[src/et_pkg.sv]
package et_pkg;

    // Receiver geometry
    localparam int LANES      = 4;
    localparam int ERR_W      = 8;

    // Capture window, oldest sample at the lowest positions
    localparam int HIST_DEPTH = 3;
    localparam int WIN_POS    = LANES * HIST_DEPTH;
    localparam int SEL_W      = $clog2(WIN_POS);

    // Capture memory
    localparam int MEM_DEPTH  = 16;
    localparam int ADDR_W     = $clog2(MEM_DEPTH);
    localparam int CNT_W      = $clog2(MEM_DEPTH + 1);

    // Window slot of the flagged sample
    localparam int SLOT_FLAG  = 1;
    // History age of the flagged sample once its window is complete
    localparam int FLAG_AGE   = HIST_DEPTH - 1 - SLOT_FLAG;

    typedef enum logic [1:0] {
        IDLE,
        READ,
        ACK,
        RELEASE
    } rd_state_e;

    // Position p holds slot p / LANES and lane p % LANES
    function automatic int win_pos(int slot, int lane);
        return slot * LANES + lane;
    endfunction

endpackage

[src/et_intf.sv]
`timescale 1ns/1ns

// Flattened window from the history to the capture memory
interface err_window_intf import et_pkg::*; ();
    logic [WIN_POS-1:0]      win_bits;
    logic signed [ERR_W-1:0] win_err [WIN_POS];
    logic [1:0]              win_sd  [WIN_POS];
    logic [WIN_POS-1:0]      win_prbs;
    logic                    trigger;

    modport hist (output win_bits, win_err, win_sd, win_prbs, trigger);
    modport core (input win_bits, win_err, win_sd, win_prbs, trigger);
endinterface

// Single-position read of the capture memory, data one cycle after rd_en
interface capture_rd_intf import et_pkg::*; ();
    logic                    rd_en;
    logic [ADDR_W-1:0]       rd_addr;
    logic [SEL_W-1:0]        rd_sel;
    logic                    rd_bit;
    logic signed [ERR_W-1:0] rd_err;
    logic [1:0]              rd_sd;
    logic                    rd_prbs;

    modport reader (output rd_en, rd_addr, rd_sel, input rd_bit, rd_err, rd_sd, rd_prbs);
    modport core (input rd_en, rd_addr, rd_sel, output rd_bit, rd_err, rd_sd, rd_prbs);
endinterface

[src/sample_history.sv]
`timescale 1ns/1ns

module sample_history import et_pkg::*; (
    input  logic                    clk,
    input  logic                    rstb,
    input  logic [LANES-1:0]        prbs_flags_i,
    input  logic signed [ERR_W-1:0] est_error_i   [LANES],
    input  logic                    sliced_bits_i [LANES],
    input  logic [1:0]              sd_flags_i    [LANES],
    err_window_intf.hist            win
);

    // Age 0 is the newest sample
    logic [LANES-1:0]        hist_bits [HIST_DEPTH];
    logic signed [ERR_W-1:0] hist_err  [HIST_DEPTH][LANES];
    logic [1:0]              hist_sd   [HIST_DEPTH][LANES];
    logic [LANES-1:0]        hist_prbs [HIST_DEPTH];
    logic                    trigger_q;

    always_ff @(posedge clk or negedge rstb) begin
        if (!rstb) begin
            for (int a = 0; a < HIST_DEPTH; a++) begin
                hist_bits[a] <= '0;
                hist_prbs[a] <= '0;
                for (int l = 0; l < LANES; l++) begin
                    hist_err[a][l] <= '0;
                    hist_sd[a][l]  <= '0;
                end
            end
            trigger_q <= 1'b0;
        end else begin
            for (int l = 0; l < LANES; l++) begin
                hist_bits[0][l] <= sliced_bits_i[l];
                hist_err[0][l]  <= est_error_i[l];
                hist_sd[0][l]   <= sd_flags_i[l];
            end
            hist_prbs[0] <= prbs_flags_i;
            for (int a = 1; a < HIST_DEPTH; a++) begin
                hist_bits[a] <= hist_bits[a-1];
                hist_err[a]  <= hist_err[a-1];
                hist_sd[a]   <= hist_sd[a-1];
                hist_prbs[a] <= hist_prbs[a-1];
            end
            // Fires while the flagged sample sits in the middle slot
            trigger_q <= |hist_prbs[FLAG_AGE-1];
        end
    end

    // Window slot s is history age HIST_DEPTH-1-s
    for (genvar s = 0; s < HIST_DEPTH; s++) begin : g_slot
        for (genvar l = 0; l < LANES; l++) begin : g_lane
            assign win.win_bits[win_pos(s, l)] = hist_bits[HIST_DEPTH-1-s][l];
            assign win.win_err[win_pos(s, l)]  = hist_err[HIST_DEPTH-1-s][l];
            assign win.win_sd[win_pos(s, l)]   = hist_sd[HIST_DEPTH-1-s][l];
            assign win.win_prbs[win_pos(s, l)] = hist_prbs[HIST_DEPTH-1-s][l];
        end
    end

    assign win.trigger = trigger_q;

    a_trigger_known: assert property (@(posedge clk) disable iff (!rstb)
        !$isunknown(win.trigger));

endmodule

[src/error_tracker_core.sv]
`timescale 1ns/1ns

module error_tracker_core import et_pkg::*; (
    input  logic             clk,
    input  logic             rstb,
    err_window_intf.core     win,
    capture_rd_intf.core     rd,
    output logic [CNT_W-1:0] capture_count_o,
    output logic             overflow_o
);

    logic [WIN_POS-1:0]      mem_bits [MEM_DEPTH];
    logic signed [ERR_W-1:0] mem_err  [MEM_DEPTH][WIN_POS];
    logic [1:0]              mem_sd   [MEM_DEPTH][WIN_POS];
    logic [WIN_POS-1:0]      mem_prbs [MEM_DEPTH];
    logic [ADDR_W-1:0]       wr_ptr;
    logic [CNT_W-1:0]        count;
    logic                    full;
    logic                    wr_en;
    logic                    sel_ok;

    assign full   = (count == CNT_W'(MEM_DEPTH));
    // Triggers are dropped once every entry is used
    assign wr_en  = win.trigger && !full;
    assign sel_ok = (rd.rd_sel < SEL_W'(WIN_POS));

    always_ff @(posedge clk or negedge rstb) begin
        if (!rstb) begin
            wr_ptr     <= '0;
            count      <= '0;
            overflow_o <= 1'b0;
        end else if (wr_en) begin
            wr_ptr <= wr_ptr + 1'b1;
            count  <= count + 1'b1;
            // Last free entry is being written
            if (count == CNT_W'(MEM_DEPTH - 1)) begin
                overflow_o <= 1'b1;
            end
        end
    end

    always_ff @(posedge clk) begin
        if (wr_en) begin
            mem_bits[wr_ptr] <= win.win_bits;
            mem_err[wr_ptr]  <= win.win_err;
            mem_sd[wr_ptr]   <= win.win_sd;
            mem_prbs[wr_ptr] <= win.win_prbs;
        end
    end

    // Registered read port
    always_ff @(posedge clk) begin
        if (rd.rd_en) begin
            if (sel_ok) begin
                rd.rd_bit  <= mem_bits[rd.rd_addr][rd.rd_sel];
                rd.rd_err  <= mem_err[rd.rd_addr][rd.rd_sel];
                rd.rd_sd   <= mem_sd[rd.rd_addr][rd.rd_sel];
                rd.rd_prbs <= mem_prbs[rd.rd_addr][rd.rd_sel];
            end else begin
                // Positions past the window read as zero
                rd.rd_bit  <= 1'b0;
                rd.rd_err  <= '0;
                rd.rd_sd   <= '0;
                rd.rd_prbs <= 1'b0;
            end
        end
    end

    assign capture_count_o = count;

    a_count_bound: assert property (@(posedge clk) disable iff (!rstb)
        count <= CNT_W'(MEM_DEPTH));

    // Overflow is sticky and freezes the memory contents
    a_no_write_after_overflow: assert property (@(posedge clk) disable iff (!rstb)
        overflow_o |=> overflow_o && $stable(count) && $stable(wr_ptr));

endmodule

[src/debug_read_port.sv]
`timescale 1ns/1ns

module debug_read_port import et_pkg::*; (
    input  logic                    clk,
    input  logic                    rstb,
    input  logic                    rd_req_i,
    input  logic [ADDR_W-1:0]       rd_addr_i,
    input  logic [SEL_W-1:0]        rd_sel_i,
    output logic                    rd_ack_o,
    output logic                    rd_bit_o,
    output logic signed [ERR_W-1:0] rd_err_o,
    output logic [1:0]              rd_sd_o,
    output logic                    rd_prbs_o,
    capture_rd_intf.reader          rd
);

    rd_state_e         state;
    logic              rd_en_q;
    logic [ADDR_W-1:0] addr_q;
    logic [SEL_W-1:0]  sel_q;
    logic              take_data;

    // Core data is valid in READ once the enable pulse has passed
    assign take_data = (state == READ) && !rd_en_q;

    always_ff @(posedge clk or negedge rstb) begin
        if (!rstb) begin
            state    <= IDLE;
            rd_en_q  <= 1'b0;
            rd_ack_o <= 1'b0;
        end else begin
            rd_en_q <= 1'b0;
            case (state)
                IDLE: begin
                    if (rd_req_i) begin
                        rd_en_q <= 1'b1;
                        state   <= READ;
                    end
                end
                READ: begin
                    if (take_data) begin
                        rd_ack_o <= 1'b1;
                        state    <= ACK;
                    end
                end
                ACK: begin
                    if (!rd_req_i) begin
                        state <= RELEASE;
                    end
                end
                RELEASE: begin
                    rd_ack_o <= 1'b0;
                    state    <= IDLE;
                end
                default: state <= IDLE;
            endcase
        end
    end

    // Request fields held for the core, returned fields held for the host
    always_ff @(posedge clk) begin
        if (state == IDLE && rd_req_i) begin
            addr_q <= rd_addr_i;
            sel_q  <= rd_sel_i;
        end
        if (take_data) begin
            rd_bit_o  <= rd.rd_bit;
            rd_err_o  <= rd.rd_err;
            rd_sd_o   <= rd.rd_sd;
            rd_prbs_o <= rd.rd_prbs;
        end
    end

    assign rd.rd_en   = rd_en_q;
    assign rd.rd_addr = addr_q;
    assign rd.rd_sel  = sel_q;

    // Req must have been high at the edge that raised ack
    a_ack_needs_req: assert property (@(posedge clk) disable iff (!rstb)
        $rose(rd_ack_o) |-> $past(rd_req_i));

endmodule

[src/error_tracker.sv]
`timescale 1ns/1ns

module error_tracker import et_pkg::*; (
    input  logic                    clk,
    input  logic                    rstb,

    // Per-lane receiver outputs
    input  logic [LANES-1:0]        prbs_flags_i,
    input  logic signed [ERR_W-1:0] est_error_i   [LANES],
    input  logic                    sliced_bits_i [LANES],
    input  logic [1:0]              sd_flags_i    [LANES],

    // Debug read handshake
    input  logic                    rd_req_i,
    input  logic [ADDR_W-1:0]       rd_addr_i,
    input  logic [SEL_W-1:0]        rd_sel_i,
    output logic                    rd_ack_o,
    output logic                    rd_bit_o,
    output logic signed [ERR_W-1:0] rd_err_o,
    output logic [1:0]              rd_sd_o,
    output logic                    rd_prbs_o,

    // Capture status
    output logic [CNT_W-1:0]        capture_count_o,
    output logic                    overflow_o
);

    err_window_intf win_if ();
    capture_rd_intf rd_if ();

    sample_history sample_history_inst (
        .clk           (clk),
        .rstb          (rstb),
        .prbs_flags_i  (prbs_flags_i),
        .est_error_i   (est_error_i),
        .sliced_bits_i (sliced_bits_i),
        .sd_flags_i    (sd_flags_i),
        .win           (win_if.hist)
    );

    error_tracker_core error_tracker_core_inst (
        .clk             (clk),
        .rstb            (rstb),
        .win             (win_if.core),
        .rd              (rd_if.core),
        .capture_count_o (capture_count_o),
        .overflow_o      (overflow_o)
    );

    debug_read_port debug_read_port_inst (
        .clk       (clk),
        .rstb      (rstb),
        .rd_req_i  (rd_req_i),
        .rd_addr_i (rd_addr_i),
        .rd_sel_i  (rd_sel_i),
        .rd_ack_o  (rd_ack_o),
        .rd_bit_o  (rd_bit_o),
        .rd_err_o  (rd_err_o),
        .rd_sd_o   (rd_sd_o),
        .rd_prbs_o (rd_prbs_o),
        .rd        (rd_if.reader)
    );

endmodule

[config.mk]
export PLATFORM = sky130hd
export DESIGN_NAME = error_tracker
export DESIGN_NICKNAME = d
export VERILOG_FILES = /design/src/et_pkg.sv /design/src/et_intf.sv /design/src/sample_history.sv /design/src/error_tracker_core.sv /design/src/debug_read_port.sv /design/src/error_tracker.sv
export SDC_FILE = /design/constraint.sdc
export NUM_CORES = 2
export LEC_CHECK = 0
export ABC_AREA = 0
export BUFFER_PORTS_ARGS = -buffer_cell sky130_fd_sc_hd__buf_2
export CORE_MARGIN = 1
export CORE_UTILIZATION = 57
export DETAILED_ROUTE_END_ITERATION = 8
export HOLD_SLACK_MARGIN = 0.02
export PLACE_DENSITY = 0.73
export SYNTH_ARGS = -nofsm -noshare
export SYNTH_HDL_FRONTEND = slang
export SYNTH_SLANG_ARGS = --single-unit
[constraint.sdc]
create_clock -name clk -period 4.8 [get_ports clk]
set_clock_uncertainty 0.15 [all_clocks]
set_input_delay 0.96 -clock clk [delete_from_list [all_inputs] [get_ports clk]]
set_output_delay 0.96 -clock clk [all_outputs]
set_load 0.05 [all_outputs]
After elaboration in Yosys (flattened, before gate mapping)
Memory sizes are Yosys's and may differ from the RTL's. A register that Yosys moved wholly into a read port is not among the register bits. Index checks and enable logic that the tools add are counted.

Bits in registers: 191. RAM bits: 2304. Bits of input ports: 59. Output and inout port bits: 19. Logic and storage cells: 100. Memories kept: 4.

Memories: error_tracker_core_inst.mem_err (depth 16, width 96, read ports 1, clocked after memory_dff 1, write ports 1, RTL line error_tracker_core.sv:13) `logic signed [ERR_W-1:0] mem_err [MEM_DEPTH][WIN_POS];`; error_tracker_core_inst.mem_sd (depth 16, width 24, read ports 1, clocked after memory_dff 1, write ports 1, RTL line error_tracker_core.sv:14) `logic [1:0] mem_sd [MEM_DEPTH][WIN_POS];`; error_tracker_core_inst.mem_bits (depth 16, width 12, read ports 1, clocked after memory_dff 1, write ports 1, RTL line error_tracker_core.sv:12) `logic [WIN_POS-1:0] mem_bits [MEM_DEPTH];`; error_tracker_core_inst.mem_prbs (depth 16, width 12, read ports 1, clocked after memory_dff 1, write ports 1, RTL line error_tracker_core.sv:15) `logic [WIN_POS-1:0] mem_prbs [MEM_DEPTH];`.

Add/subtract/negate cells: 2. Order comparisons: 3. Eq/ne operators: 8. Muxes and demuxes: 24. Bitwise gates (word level): 1. Reduce and logical (&&, ||, !) cells: 11.

Operator list (number): 8-bit binary-select mux with 4-bit select (1); 4-bit two-way mux (4); 8-bit two-way mux (2); 2-bit two-way mux (5); 1-bit binary-select mux with 4-bit select (2); 2-bit binary-select mux with 4-bit select (1); 2-bit case mux with 4 select lines (1); 1-bit two-way mux (7); 5-bit by 1-bit adder with 5-bit output, second input constant (1); 5-bit by 4-bit equality test with 1-bit output, second input constant (1); 5-bit equality test, second input constant (1); 5-bit >= comparator, second input constant (1); 4-bit by 5-bit < comparator with 1-bit output, second input constant (1); 4-bit inverter with 5-bit output (1); 4-bit by 1-bit adder with 4-bit output, second input constant (1); 2-bit equality test, second input constant (2); 4-bit < comparator, second input constant (1); 2-bit inequality test, second input constant (2); 2-bit AND reduction (2); 4-bit OR reduction (1); 1-bit logical AND (3); 3-bit AND reduction (1); 2-bit by 1-bit equality test with 1-bit output, second input constant (1); 1-bit logical NOT (2); 4 further kinds (4).

Depth between registers and ports, before layout
Word-level depth: 5. Mapped depth: 12. Depth with buffers taken out: 7.

Hierarchy
A second synthesis with hierarchy kept.

Cells, all modules: 3942. Area, all modules: 93704.9 µm².

By module, submodules not included: error_tracker_core (instances 1, cells an instance 3752, area each 89223.1 µm²); sample_history (instances 1, cells an instance 146, area each 3636.0 µm²); debug_read_port (instances 1, cells an instance 44, area each 845.8 µm²).

Worst setup path before layout
No wires, ideal clock.

Path type: flip-flop to flip-flop. From: register error_tracker_core_inst.count[0], in the netlist error_tracker_core_inst.capture_count_o[0]. To: memory error_tracker_core_inst.mem_bits[0][0] (netlist bit), enable pin. Library setup time: 0.521 ns. Data arrival time: 4.981 ns. Data required time: 4.129 ns. Slack: -0.852 ns. Stages on the path, launching flop included: 8. Path buffers: 0. Period minus slack after synthesis: 5.652 ns. Path through: dfrtp_1 > inv_1 > ha_1 > nand2_1 > o31a_1 > nor2b_1 > nor2b_1 > and2_1.

Word-level cells in the longest chain between the ends: 5.

RTL lines: start, declared (RTL line error_tracker_core.sv:17) `logic [CNT_W-1:0] count;`; start signal, assigned (RTL line error_tracker_core.sv:34) `count <= count + 1'b1;`; 5-bit equality test (RTL line error_tracker_core.sv:22) `assign full = (count == CNT_W'(MEM_DEPTH));`; 1-bit logical NOT (RTL line error_tracker_core.sv:24) `assign wr_en = win.trigger && !full;`; 1-bit logical AND (RTL line error_tracker_core.sv:24); 1-bit two-way mux (RTL line error_tracker_core.sv:43) `if (wr_en) begin`; 1-bit two-way mux (implied by the code) (RTL line error_tracker_core.sv:44) `mem_bits[wr_ptr] <= win.win_bits;`; end, declared (RTL line error_tracker_core.sv:12).

Every way passes these cells.

==> flow_summary.yaml <==
yosys:
  avgSynthCellArea_um2: 23.69
  synth_top_area_frac: 0.7486
  syn_inst: 3956
  ys_types: 62
  synth.most_common_cell: "edfxtp_1"
  async_flop_share: 0.06363
  synth_edf_count: 2336
  synth_flop_cell: "edfxtp_1"
  ys_seq_area_frac: 0.7919
  yosys_warnings: 0
  synthTopCellsByCount: "2,336 x edfxtp_1, 618 x mux4_2, 159 x dfrtp_1, 101 x nand2_1, 88 x mux2i_1"
  synth_top_cell_by_area: "edfxtp_1"
  synth-seq-cells: 2499
  synth_area_leaders: "edfxtp_1 75%, mux4_2 15%, dfrtp_1 4.2%"
  syn_nets: 4026
  syn-cell-area_um2: 93710
placed_design:
  pre_cts_ws_ns: 1.035
  gp_congestion: 0.7989
  io_buffers: 77
  hpwlAfterDp_um: 125700
  dp.cells: 6183
  post_dp_cell_area_um2: 97750
cts:
  clock_path_buffers: 3
  numCtsBuffers: 235
  cts-root-buf: "clkbuf_16"
  cts_tree: "built"
  hold_buffers: 36
  cts.clk_slew.worst_paths_ns: 0.06
  clk_latency_ns: 0.89
  cts_repair_resize_count: 0
  cts.sinks: 2499
  post_cts_buffers: 0
  h-tree-depth: 4
sta:
  post-route-period-util: 0.7901
  setup_viol: 0
  slew-limit-headroom: 0.2793
  fmax_mhz: 263.7
  final-hold-violation-count: 0
  tightestPinTransition_ns: 1.081
  maxSlewViolCount: 0
  postLayoutSetupSlackWorst_ns: 1.008
  final.min_clock_period_ns: 3.792
  rsz0062_at_grt: "no"
worst_setup_path:
  cp_num_buf_inv: 2
  cp.arrival_ns: 4.26
  cp.required_ns: 5.27
  cp_max_fo: 34
  cp_slowest_cell: "dfxtp_4"
  crit_type: "reg -> reg"
  crit_top_cell: "buf_12"
  path_cells: "buf_12, buf_12, or3b_2, o22ai_1, a211o_1, o21ai_0, o21ai_1, o211ai_1"
  max_stage_delay_ns: 0.86
  crit_family: "compound AO/OA/AOI/OAI gates"
  critPathCaptureType: "flip-flop"
  startpoint_type: "flip-flop"
detailed_routing:
  viasPerCell: 6.699
  postRouteAntennaNets: 0
  drc_errors: 0
  drt_wl_total_um: 228100
  drtIter0Drc: 5950
  wl_per_cell_um: 34.18
  route.vias.total: 44710
  firstDrtPassIters: 6
global_routing:
  track_usage: 0.2787
  grt_max_degree: 77
  grt_pass1_vias: 45570
  grt_pass1_wl_um: 327300
  grt.overflow.total: 0
  grt_antenna_before_repair: 9
final_layout:
  synthToLayoutAreaGrowth_pct: 13.34
  final_util: 0.6517
  final_cell_area_um2: 106200
  drive_above_1_share: 0.2919
  fin_nets: 4351
  final_cells: 6674
power_and_ir_drop:
  ir_worst_vdd_mv: 0.4652
  clkPwrFrac: 0.310
  p_switching_w: 0.01746
  pwr-share-comb: 0.217
  power.leakage_nw: 34.30
  power_density_nw_per_um2: 578.7
  seqPwrFrac: 0.473
  power_w: 0.06146
  internal_power_w: 0.04399
  switching_share: 0.2842
run:
  maxCapViolCount: 0
floorplanning:
  core_um2: 163000
  rows: 148
  initial_core_util: 0.5750
  fp.dieW_um: 407.5
  die_h_um: 407.5
  top_level_ports: 78
  dieArea_um2: 166000
hold_path:
  worstHoldStart: "est_error_i[12]"
  hp-class: "in -> reg"
status:
  status: "completed"
[stage by stage]
step,hold WS [ns],TNS (ns)
6_report,0.05965,0
5_1_grt,0.02668,0
4_1_cts,0.02079,0
3_5_place_dp,0.2598,0
3_3_place_gp,0.2571,0
2_1_floorplan,0.2503,-346.04
[layer usage]
| metal | vias up | wire length, um | track usage |
|---|---|---|---|
| li1 | 17500 | - | - |
| met1 | 23900 | 85110 | 0.3925 |
| met2 | 2841 | 110000 | 0.4339 |
| met3 | 458 | 25830 | 0.07101 |
| met4 | 8 | 7110 | 0.08945 |
| met5 | - | 52 | 0 |
[layout by cell type (no fill, tap or decap), types with 9 or more instances in the layout]
cell,instances
edfxtp_1,2336
mux4_2,618
clkbuf_16,235
dfrtp_1,159
buf_4,114
nand2_1,101
mux2i_1,88
buf_2,76
buf_12,61
clkbuf_1,51
clkinv_2,48
nor2_1,37
a22oi_1,36
dlygate4sd3_1,36
clkbuf_8,35
o21ai_0,30
mux2_2,29
a21oi_1,29
o22ai_1,24
clkinv_1,24
bufinv_16,24
nor3_1,19
nor2b_1,18
nand2b_1,15
inv_1,14
a211oi_1,14
and2_4,12
nand3_1,12
ha_1,11
a221oi_1,10
and3_1,9
a2111oi_0,9
[final timing paths]
| check | slack, ns | end | cells after the start |
|---|---|---|---|
| max in group asynchronous | 2.83 | sample_history_inst.win.win_err[22] | 3 |
| setup reg to reg | 1.01 | error_tracker_core_inst.rd.rd_err[5] | 8 |
| hold / removal | 0.06 | sample_history_inst.win.win_err[12] | 1 |
| min in group asynchronous | 0.59 | error_tracker_core_inst.overflow_o | 2 |
| hold reg to reg | 0.27 | debug_read_port_inst.rd_prbs_o | 0 |
| setup / recovery | 1.01 | error_tracker_core_inst.rd.rd_err[5] | 8 |
[state kept, by name, indices dropped and copies added, names as in the netlist, 4 cells and up, named ones only]
name	flops
sample_history_inst.win.win_err	96
debug_read_port_inst.rd.rd_sel	4
error_tracker_core_inst.rd.rd_err	8
sample_history_inst.win.win_sd	24
debug_read_port_inst.rd.rd_addr	4
error_tracker_core_inst.mem_sd	384
sample_history_inst.win.win_bits	12
error_tracker_core_inst.wr_ptr	4
error_tracker_core_inst.mem_bits	192
error_tracker_core_inst.capture_count_o	5
error_tracker_core_inst.mem_prbs	192
error_tracker_core_inst.mem_err	1536
sample_history_inst.win.win_prbs	12
debug_read_port_inst.rd_err_o	8
[cell type report]
cell class	instances	area, um^2
timing repair buffer	288	2833
sequential	2499	74220
inverter	17	68.82
multi-input combinational	1240	18270
clock inverter	126	1519
tap	2175	2721
antenna	8	20.02
clock buffer	321	6554
fill	10100	56750
[power by group through the flow]
| stage | Combinational (W) | Clock, W | Sequential (W) |
|---|---|---|---|
| 3_5_place_dp | 0.0132 | 0 | 0.0295 |
| 4_1_cts | 0.0133 | 0.0192 | 0.0291 |
| 6_report | 0.0133 | 0.0191 | 0.0291 |
| 2_1_floorplan | 0.00825 | 0 | 0.0293 |
| 3_3_place_gp | 0.0131 | 0 | 0.0293 |
| 5_1_grt | 0.0138 | 0.0201 | 0.0294 |
[kinds of logic (layout without fill, tap and decap cells)]
group | count (synthesis) | in the layout | share of synthesized area
AO/OA/AOI/OAI | 223 | 223 | 0.01706
XOR/XNOR | 6 | 6 | 0.0005608
adder cells (fa/ha/maj) | 11 | 11 | 0.001469
buffers and inverters | 217 | 752 | 0.01406
flip-flops | 2499 | 2499 | 0.7919
multiplexers | 735 | 735 | 0.1614
other | 0 | 8 | 0
AND/OR/NAND/NOR | 265 | 265 | 0.01353
Note: power is estimated with default switching activity, not from simulation.
